===== config.mk =====
export PLATFORM = sky130hd
export DESIGN_NAME = upControl_flat
export DESIGN_NICKNAME = d
export VERILOG_FILES = /design/src/cpuPkg.sv /design/src/memBus.sv /design/src/upAlu.sv /design/src/upControl.sv /design/src/flat_wrapper.sv
export VERILOG_INCLUDE_DIRS = /design/src
export SDC_FILE = /design/constraint.sdc
export NUM_CORES = 1
export LEC_CHECK = 0
export ABC_CLOCK_PERIOD_IN_PS = 3200
export BUFFER_PORTS_ARGS = -buffer_cell sky130_fd_sc_hd__buf_4
export CORE_MARGIN = 3
export CORE_UTILIZATION = 40
export CTS_CLUSTER_DIAMETER = 100
export DETAILED_ROUTE_END_ITERATION = 10
export SYNTH_ARGS = -nofsm -noshare
export SYNTH_HDL_FRONTEND = slang
export SYNTH_SLANG_ARGS = --single-unit

===== constraint.sdc =====
create_clock -name clk -period 3.2 [get_ports clk]
set_input_delay 0.32 -clock clk [delete_from_list [all_inputs] [get_ports clk]]
set_output_delay 0.32 -clock clk [all_outputs]
set_load 0.02 [all_outputs]

===== src/cpuConsts.svh =====
`ifndef CPU_CONSTS_SVH
`define CPU_CONSTS_SVH

// ************************************************************
// Core and memory sizes
// ************************************************************

`define CPU_DATA_W 8
`define CPU_ADDR_W 8
`define CPU_MEM_DEPTH 256

// byte shown on the test port.
`define CPU_TEST_ADDR 96

// first instruction fetched after reset.
`define CPU_RESET_PC 8'h00

`endif


===== src/cpuPkg.sv =====
`default_nettype none

package cpuPkg;

	// ************************************************************
	// Instruction set
	// ************************************************************

	typedef enum logic [3:0] {
		opNop = 4'h0,
		opLda = 4'h1, // acc gets mem[operand].
		opSta = 4'h2, // mem[operand] gets acc.
		opAdd = 4'h3,
		opSub = 4'h4, // carry holds the borrow.
		opAnd = 4'h5,
		opOr = 4'h6,
		opXor = 4'h7,
		opJmp = 4'h8,
		opJz = 4'h9,
		opJc = 4'hA,
		opHlt = 4'hF
	} opcodeT;

	typedef enum logic [2:0] {
		aluPass,
		aluAdd,
		aluSub,
		aluAnd,
		aluOr,
		aluXor
	} aluOpT;

	typedef enum logic [1:0] {
		stFetch,
		stOperand,
		stExecute,
		stHalted
	} cpuStateT;

endpackage

`default_nettype wire


===== src/memBus.sv =====
`timescale 1ns/1ps
`default_nettype none

`include "cpuConsts.svh"

interface memBus;

	logic [`CPU_ADDR_W-1:0] address;
	logic [`CPU_DATA_W-1:0] wrData;
	logic we;
	logic [`CPU_DATA_W-1:0] rdData; // combinational from address.

	modport cpu (
		output address,
		output wrData,
		output we,
		input rdData
	);

	modport mem (
		input address,
		input wrData,
		input we,
		output rdData
	);

endinterface

`default_nettype wire


===== src/upAlu.sv =====
`timescale 1ns/1ps
`default_nettype none

`include "cpuConsts.svh"

module upAlu (
	input cpuPkg::aluOpT op,
	input logic [`CPU_DATA_W-1:0] a,
	input logic [`CPU_DATA_W-1:0] b,
	input logic carryIn,
	output logic [`CPU_DATA_W-1:0] result,
	output logic carry,
	output logic zero
);
	import cpuPkg::*;

	logic [`CPU_DATA_W:0] wide; // one extra bit for carry or borrow.

	always_comb begin
		wide = '0;
		result = b;
		carry = carryIn;
		case (op)
			aluAdd: begin
				wide = {1'b0, a} + {1'b0, b};
				result = wide[`CPU_DATA_W-1:0];
				carry = wide[`CPU_DATA_W];
			end
			aluSub: begin
				wide = {1'b0, a} - {1'b0, b}; // top bit set means a borrow.
				result = wide[`CPU_DATA_W-1:0];
				carry = wide[`CPU_DATA_W];
			end
			aluAnd: begin
				result = a & b;
				carry = 1'b0;
			end
			aluOr: begin
				result = a | b;
				carry = 1'b0;
			end
			aluXor: begin
				result = a ^ b;
				carry = 1'b0;
			end
			default: result = b; // pass leaves carry alone.
		endcase
	end

	assign zero = (result == '0);

endmodule

`default_nettype wire


===== src/upControl.sv =====
`timescale 1ns/1ps
`default_nettype none

`include "cpuConsts.svh"

module upControl (
	input logic clk,
	input logic nRst,
	input logic run,
	memBus.cpu bus,
	output logic halted,
	output logic [`CPU_ADDR_W-1:0] pc
);
	import cpuPkg::*;

	cpuStateT state;
	opcodeT opcode;
	logic [`CPU_ADDR_W-1:0] operand;
	logic [`CPU_DATA_W-1:0] acc;
	logic zeroFlag;
	logic carryFlag;

	aluOpT aluOp;
	logic [`CPU_DATA_W-1:0] aluResult;
	logic aluCarry;
	logic aluZero;
	logic writesAcc;
	logic takeJump;

	// ************************************************************
	// Decode
	// ************************************************************

	always_comb begin
		aluOp = aluPass;
		writesAcc = 1'b1;
		case (opcode)
			opLda: aluOp = aluPass;
			opAdd: aluOp = aluAdd;
			opSub: aluOp = aluSub;
			opAnd: aluOp = aluAnd;
			opOr: aluOp = aluOr;
			opXor: aluOp = aluXor;
			default: writesAcc = 1'b0; // stores, jumps and undefined codes keep acc.
		endcase
	end

	always_comb begin
		case (opcode)
			opJmp: takeJump = 1'b1;
			opJz: takeJump = zeroFlag;
			opJc: takeJump = carryFlag;
			default: takeJump = 1'b0;
		endcase
	end

	upAlu u_alu (
		.op(aluOp),
		.a(acc),
		.b(bus.rdData),
		.carryIn(carryFlag),
		.result(aluResult),
		.carry(aluCarry),
		.zero(aluZero)
	);

	// only the execute cycle looks at the operand address.
	assign bus.address = (state == stExecute) ? operand : pc;
	assign bus.wrData = acc;
	assign bus.we = run && (state == stExecute) && (opcode == opSta);
	assign halted = (state == stHalted);

	// ************************************************************
	// Instruction sequencer
	// ************************************************************

	always_ff @(posedge clk or negedge nRst) begin
		if (!nRst) begin
			state <= stFetch;
			pc <= `CPU_RESET_PC;
			opcode <= opNop;
			operand <= '0;
			acc <= '0;
			zeroFlag <= 1'b0;
			carryFlag <= 1'b0;
		end else if (run) begin
			case (state)
				stFetch: begin
					opcode <= opcodeT'(bus.rdData[`CPU_DATA_W-1 -: 4]); // low nibble ignored.
					pc <= pc + 1'b1;
					state <= stOperand;
				end
				stOperand: begin
					operand <= bus.rdData;
					pc <= pc + 1'b1;
					state <= stExecute;
				end
				stExecute: begin
					if (writesAcc) begin
						acc <= aluResult;
						zeroFlag <= aluZero;
						carryFlag <= aluCarry;
					end
					if (takeJump) begin
						pc <= operand;
					end
					state <= (opcode == opHlt) ? stHalted : stFetch;
				end
				default: state <= stHalted; // only reset leaves halt.
			endcase
		end
	end

	// a store always ends its instruction, so the next cycle fetches.
	assert property (@(posedge clk) disable iff (!nRst) bus.we |=> state == stFetch)
		else $error("memory write did not end its instruction");

	// run is sampled at the previous edge, so that edge must not have moved pc.
	assert property (@(posedge clk) disable iff (!nRst) !$past(run) |-> $stable(pc))
		else $error("pc changed while run was low");

endmodule

`default_nettype wire


===== src/flat_wrapper.sv =====
// flat-port wrapper written by rule: the top's interface ports become plain ports
module upControl_flat import cpuPkg::*;
  (clk, nRst, run, halted, pc, bus_address, bus_wrData, bus_we, bus_rdData);
  memBus bus_i ();
  input logic clk;
  input logic nRst;
  input logic run;
  output logic halted;
  output logic [`CPU_ADDR_W-1:0] pc;
  output wire logic [$bits(bus_i.address)-1:0] bus_address;
  output wire logic [$bits(bus_i.wrData)-1:0] bus_wrData;
  output wire logic [$bits(bus_i.we)-1:0] bus_we;
  input wire logic [$bits(bus_i.rdData)-1:0] bus_rdData;
  assign bus_address = bus_i.address;
  assign bus_wrData = bus_i.wrData;
  assign bus_we = bus_i.we;
  assign bus_i.rdData = bus_rdData;
  upControl u_core (.clk(clk), .nRst(nRst), .run(run), .bus(bus_i), .halted(halted), .pc(pc));
endmodule

### Word-level counts from Yosys, hierarchy flattened

Cells that the tools add are included.

* register bits: 32
* output and inout bits: 26

* $add $sub $neg: 3
* equality and inequality tests: 20
* muxes and demuxes: 10
* bitwise logic cells: 3
* reduce and logical (&&, ||, !) cells: 14

Operators with widths (count)
* 8-bit one-hot mux with 5 select lines: 1
* 4-bit by 3-bit equality test with 1-bit output (second input constant): 4
* 4-bit equality test (second input constant): 4
* 8-bit 2-to-1 mux: 2
* 8-bit one-hot mux with 2 select lines: 1
* 3-bit one-hot mux with 5 select lines: 1
* 8-bit by 8-bit adder with 9-bit output: 1
* 8-bit by 8-bit subtractor with 9-bit output: 1
* 8-bit by 1-bit adder with 8-bit output (second input constant): 1
* 8-bit AND: 1
* 4-bit by 2-bit equality test with 1-bit output (second input constant): 2
* 8-bit zero test: 1
* 8-bit OR: 1
* 8-bit bitwise XOR: 1
* 3-bit by 2-bit equality test with 1-bit output (second input constant): 2
* 3-bit equality test (second input constant): 2
* 1-bit one-hot mux with 3 select lines: 2
* 2-bit one-hot mux with 3 select lines: 1
* 3-bit AND reduction: 2
* 6-bit OR reduction: 1
* 2-bit equality test (second input constant): 2
* 4-bit by 1-bit equality test with 1-bit output (second input constant): 1
* 2-bit AND reduction: 2
* 4-bit AND reduction: 1
* other kinds (11): 12

### Depth between registers and ports, before layout

* word-level depth: 6
* gate-level depth with buffers: 10

### Cells and area by module

Synthesis repeated with hierarchy kept, for this count alone.

* cell total of the unflattened synthesis: 324
* area, all modules: 2851.5 um^2

By module, submodules not included
* upControl: times used 1, cells each 150, area each 1587.8 um^2, seq. area each 800.8 um^2
* upAlu: times used 1, cells each 174, area each 1263.7 um^2, seq. area each 0.0 um^2

### Worst setup path after synthesis

Ideal clock, no wire load.

* kind: register to register
* from: register u_core.acc[0] (netlist: u_core.bus.wrData[0])
* to: register u_core.acc[6] (netlist: u_core.bus.wrData[6])
* library setup time: 0.125 ns
* data arrival time: 2.487 ns
* required time: 3.075 ns
* slack: 0.588 ns
* stages on the path, launching flop included: 11
* path buffers: 0
* period minus slack after synthesis: 2.612 ns
* path through: dfrtp_1 inv_1 ha_1 fa_1 nor3_1 nor3_2 o311ai_2 xnor2_1 nor2_1 o32a_1 mux2_2

* cells in the longest elaborated chain, start to end: 2
* elaborated cells on any way between the ends: 3
* classes of those cells: add/sub (2); mux (1)

RTL lines
* start, declared: line upControl.sv:19 `` logic [`CPU_DATA_W-1:0] acc; ``
* start signal, assigned: line upControl.sv:100 `acc <= aluResult;`
* 8-bit by 8-bit subtractor with 9-bit output or 8-bit by 8-bit adder with 9-bit output (tied branches): line upAlu.sv:30, upAlu.sv:25
* 8-bit one-hot mux with 5 select lines (*): line upAlu.sv:23 `case (op)`

Every way passes the cells marked *; elsewhere a longest branch is shown, timed or not.
A chain may end at the register's enable or synchronous reset.

### Final worst setup path

Ends and elaborated chain as after synthesis.

==> results.sh <==
export IMPL_outcome="finished, final reports clean"
export IMPL_synth_xor_area_share=0.0223
export IMPL_diodes=0
export IMPL_ys_async_sr_fraction=1.00
export IMPL_rsz0062_at_grt="no"
export IMPL_pwr_share_comb=0.624
export IMPL_syn_avg_cell_area_um2=8.06
export IMPL_cp_max_fo=3
export IMPL_synth_ff_type="dfrtp_1"
export IMPL_tritoncts="yes"
export IMPL_fin_area_mm2=0.00317
export IMPL_grt_pass1_vias=2370
export IMPL_htree_levels=2
export IMPL_root_buffer="clkbuf_8"
export IMPL_crit_required_ps=3370
export IMPL_slew_headroom=0.497
export IMPL_cp_slowest_cell="fa_1"
export IMPL_drc=0
export IMPL_final_hold_viol_count=0
export IMPL_synthMuxAreaShare=0.0405
export IMPL_final_setup_tns_ps=0
export IMPL_fin_util=0.489
export IMPL_clock_path_buffers=2
export IMPL_grt_pass1_wl_um=11800
export IMPL_skew_ps=13.5
export IMPL_critical_path_class="flop to flop"
export IMPL_die_w_um=88.9
export IMPL_gp_congestion=0.888
export IMPL_vias_per_cell=5.62
export IMPL_num_io_pins=37
export IMPL_syn_area_mm2=0.00275
export IMPL_clock_latency_ps=290
export IMPL_min_path_type="input pin to flop"
export IMPL_mostFrequentLayoutCells="nand2_1 (63), buf_4 (39), dfrtp_1 (32), o21ai_0 (27)"
export IMPL_clk_pin_slew_ps=80
export IMPL_routedWlPerCell_um=16.0
export IMPL_end_kind="flop"
export IMPL_clock_sinks=32
export IMPL_maxCapViolations=0
export IMPL_grt_max_degree=33
export IMPL_reg2reg_from="u_core.bus.wrData[0]$_DFFE_PN0P_"
export IMPL_critical_path_max_stage_delay_ps=410
export IMPL_ant_nets=0
export IMPL_seqPwrFrac=0.260
export IMPL_critPathLaunch="u_core.bus.wrData[0]$_DFFE_PN0P_"
export IMPL_drt_first_iter_violations=151
export IMPL_antenna_found_initial=0
export IMPL_ir_drop_mv=0.474
export IMPL_drtPass1Iterations=5
export IMPL_track_usage=0.193
export IMPL_cp_start_kind="flop"
export IMPL_dp_hpwl_um=5340
export IMPL_syn_nets=379
export IMPL_overflow=0
export IMPL_coreArea_mm2=0.00649
export IMPL_synth_simple_gate_area_frac=0.224
export IMPL_p_clk_frac=0.116
export IMPL_drt_total_wl_um=7150
export IMPL_die_area_mm2=0.00791
export IMPL_placedInstanceArea_mm2=0.00306
export IMPL_drive_above_1_share=0.189
export IMPL_synth_top_family_by_area="compound AO/OA/AOI/OAI gates"
export IMPL_crit_family="compound AO/OA/AOI/OAI gates"
export IMPL_post_route_period_util=0.841
export IMPL_numCtsBuffers=5
export IMPL_yosysWarningCount=0
export IMPL_seq_area_frac_synth=0.291
export IMPL_rows=29
export IMPL_timing_hold_ws_ps=284
export IMPL_synth_edf_count=0
export IMPL_tightest_slew_ps=753
export IMPL_power_leakage_nw=1.48
export IMPL_postCtsSetupRepairBufs=0
export IMPL_buffer_ports_inserted=36
export IMPL_syn_to_final_growth_pct=15.4
export IMPL_fmax_mhz=371
export IMPL_finalSetupViolations=0
export IMPL_vias=2517
export IMPL_synth_cells=341
export IMPL_yosysUniqueCellTypes=62
export IMPL_arrival_ps=2860
export IMPL_p_per_area_mw_per_mm2=1080
export IMPL_p_total_mw=3.42
export IMPL_path_buf_inv=1
export IMPL_yosys_area_share_adder=0.128
export IMPL_switching_power_mw=1.69
export IMPL_synth_seq_cells=32
export IMPL_sw_frac_of_total=0.495
export IMPL_final_common_cell="nand2_1"
export IMPL_die_h_um=88.9
export IMPL_initial_utilization=0.423
export IMPL_maxSlewViolCount=0
export IMPL_path_cells="inv_1 > ha_1 > fa_1 > nor3_1 > nor3_2 > o311ai_2 > xnor2_1 > nor2_1 > o32a_1 > mux2_2"
export IMPL_hp_start="bus_rdData[4]"
export IMPL_p_int_mw=1.72
export IMPL_min_period_ps=2690
export IMPL_nets=408
export IMPL_synth_compound_area_frac=0.232
==> cells in the mapped netlist, types with 2 or more instances <==
library cell / number / area [um2]
a21boi_0: 3 / 22.5
a21o_1: 2 / 15.0
a21oi_1: 18 / 90.1
a221oi_1: 2 / 17.5
a22o_1: 2 / 17.5
a31oi_1: 4 / 25.0
a32oi_1: 2 / 17.5
and2_1: 3 / 18.8
buf_2: 7 / 35.0
clkbuf_1: 9 / 33.8
dfrtp_1: 32 / 801
fa_1: 2 / 40.0
ha_1: 25 / 313
inv_1: 23 / 86.3
mux2_2: 7 / 78.8
nand2_1: 63 / 236
nand2b_1: 5 / 31.3
nand3_1: 6 / 30.0
nand3b_1: 3 / 22.5
nand4_1: 2 / 12.5
nor2_1: 25 / 93.8
nor2b_1: 4 / 25.0
nor3_1: 8 / 40.0
nor3_2: 2 / 20.0
nor3b_1: 2 / 15.0
nor4_1: 2 / 12.5
o211ai_1: 2 / 15.0
o21a_1: 2 / 15.0
o21ai_0: 27 / 135
o22ai_1: 6 / 37.5
o2bb2ai_1: 2 / 17.5
o32a_1: 2 / 20.0
or3_1: 3 / 18.8
xnor2_1: 4 / 35.0
xor2_1: 3 / 26.3
==> sequential cells by signal (all words and copies together) (netlist names) <==
register and flops:
u_core.operand 8, u_core.opcode 4, u_core.pc 8, u_core.bus.wrData 8, u_core.zeroFlag 1, u_core.state 2
u_core.carryFlag 1
==> cells by family after synthesis <==
family,count (synthesis)
mux,9
xor+xnor,7
fa+ha+maj,27
simple gates,133
flops,32
buf+inv,41
compound gates,92
==> area by class of cell <==
cell class                 count  area (um2)
clock inverter                 2        35.0
tap                           77        96.3
multi-input combinational    268        1780
inverter                      23        86.3
sequential                    32         801
clock buffer                   6        72.6
timing repair buffer          40         303
fill                         657        3320
==> per-stage QoR <==
| step | setup WS, ps | instances |
|---|---|---|
| after floorplan | 588 | 341 |
| after global placement | 564 | 439 |
| after CTS | 512 | 448 |
| after global routing | 312 | 448 |
| final | 508 | 448 |
| after detailed placement | 511 | 439 |
==> final timing paths <==
kind / endpoint / cells past startpoint / slack [ps]
min reg2reg: u_core.operand[1]$_DFFE_PN0P_ / 2 / 480
min in group asynchronous: u_core.bus.wrData[0]$_DFFE_PN0P_ / 2 / 500
min: u_core.opcode[0]$_DFFE_PN0P_ / 3 / 280
max: u_core.bus.wrData[6]$_DFFE_PN0P_ / 10 / 510
max in group asynchronous: u_core.bus.wrData[5]$_DFFE_PN0P_ / 2 / 2380
max reg2reg: u_core.bus.wrData[6]$_DFFE_PN0P_ / 10 / 510
==> what timing repair did <==
action / 4_1_cts / 5_1_grt
gates resized for setup: 0 / 0
hold endpoints to repair: 25 / 0
hold buffers: 1 / 0
==> power groups by stage <==
| stage | logic [mW] | registers, mW | clock network, mW |
|---|---|---|---|
| 6_report | 2.13 | 0.887 | 0.397 |
| 3_5_place_dp | 2.12 | 0.893 | 0 |
| 2_1_floorplan | 1.47 | 0.892 | 0 |
| 4_1_cts | 2.14 | 0.887 | 0.405 |
| 3_3_place_gp | 2.12 | 0.882 | 0 |
| 5_1_grt | 2.37 | 0.929 | 0.420 |
==> metal layers <==
metal	GRT usage	wire [um]	vias to the layer above
met4	0.0659	139	0
met2	0.309	3190	71
met3	0.0295	370	16
li1	-	-	1244
met5	0	0	-
met1	0.264	3450	1186
==> worst reg2reg max path: stages (launching register included) <==
cell      delay, ps
dfrtp_1         370
inv_1            80
ha_1            210
fa_1            410
nor3_1          250
nor3_2          100
o311ai_2        290
xnor2_1         160
nor2_1           60
o32a_1          360
mux2_2          270
Power figures use the tool's default switching activity.
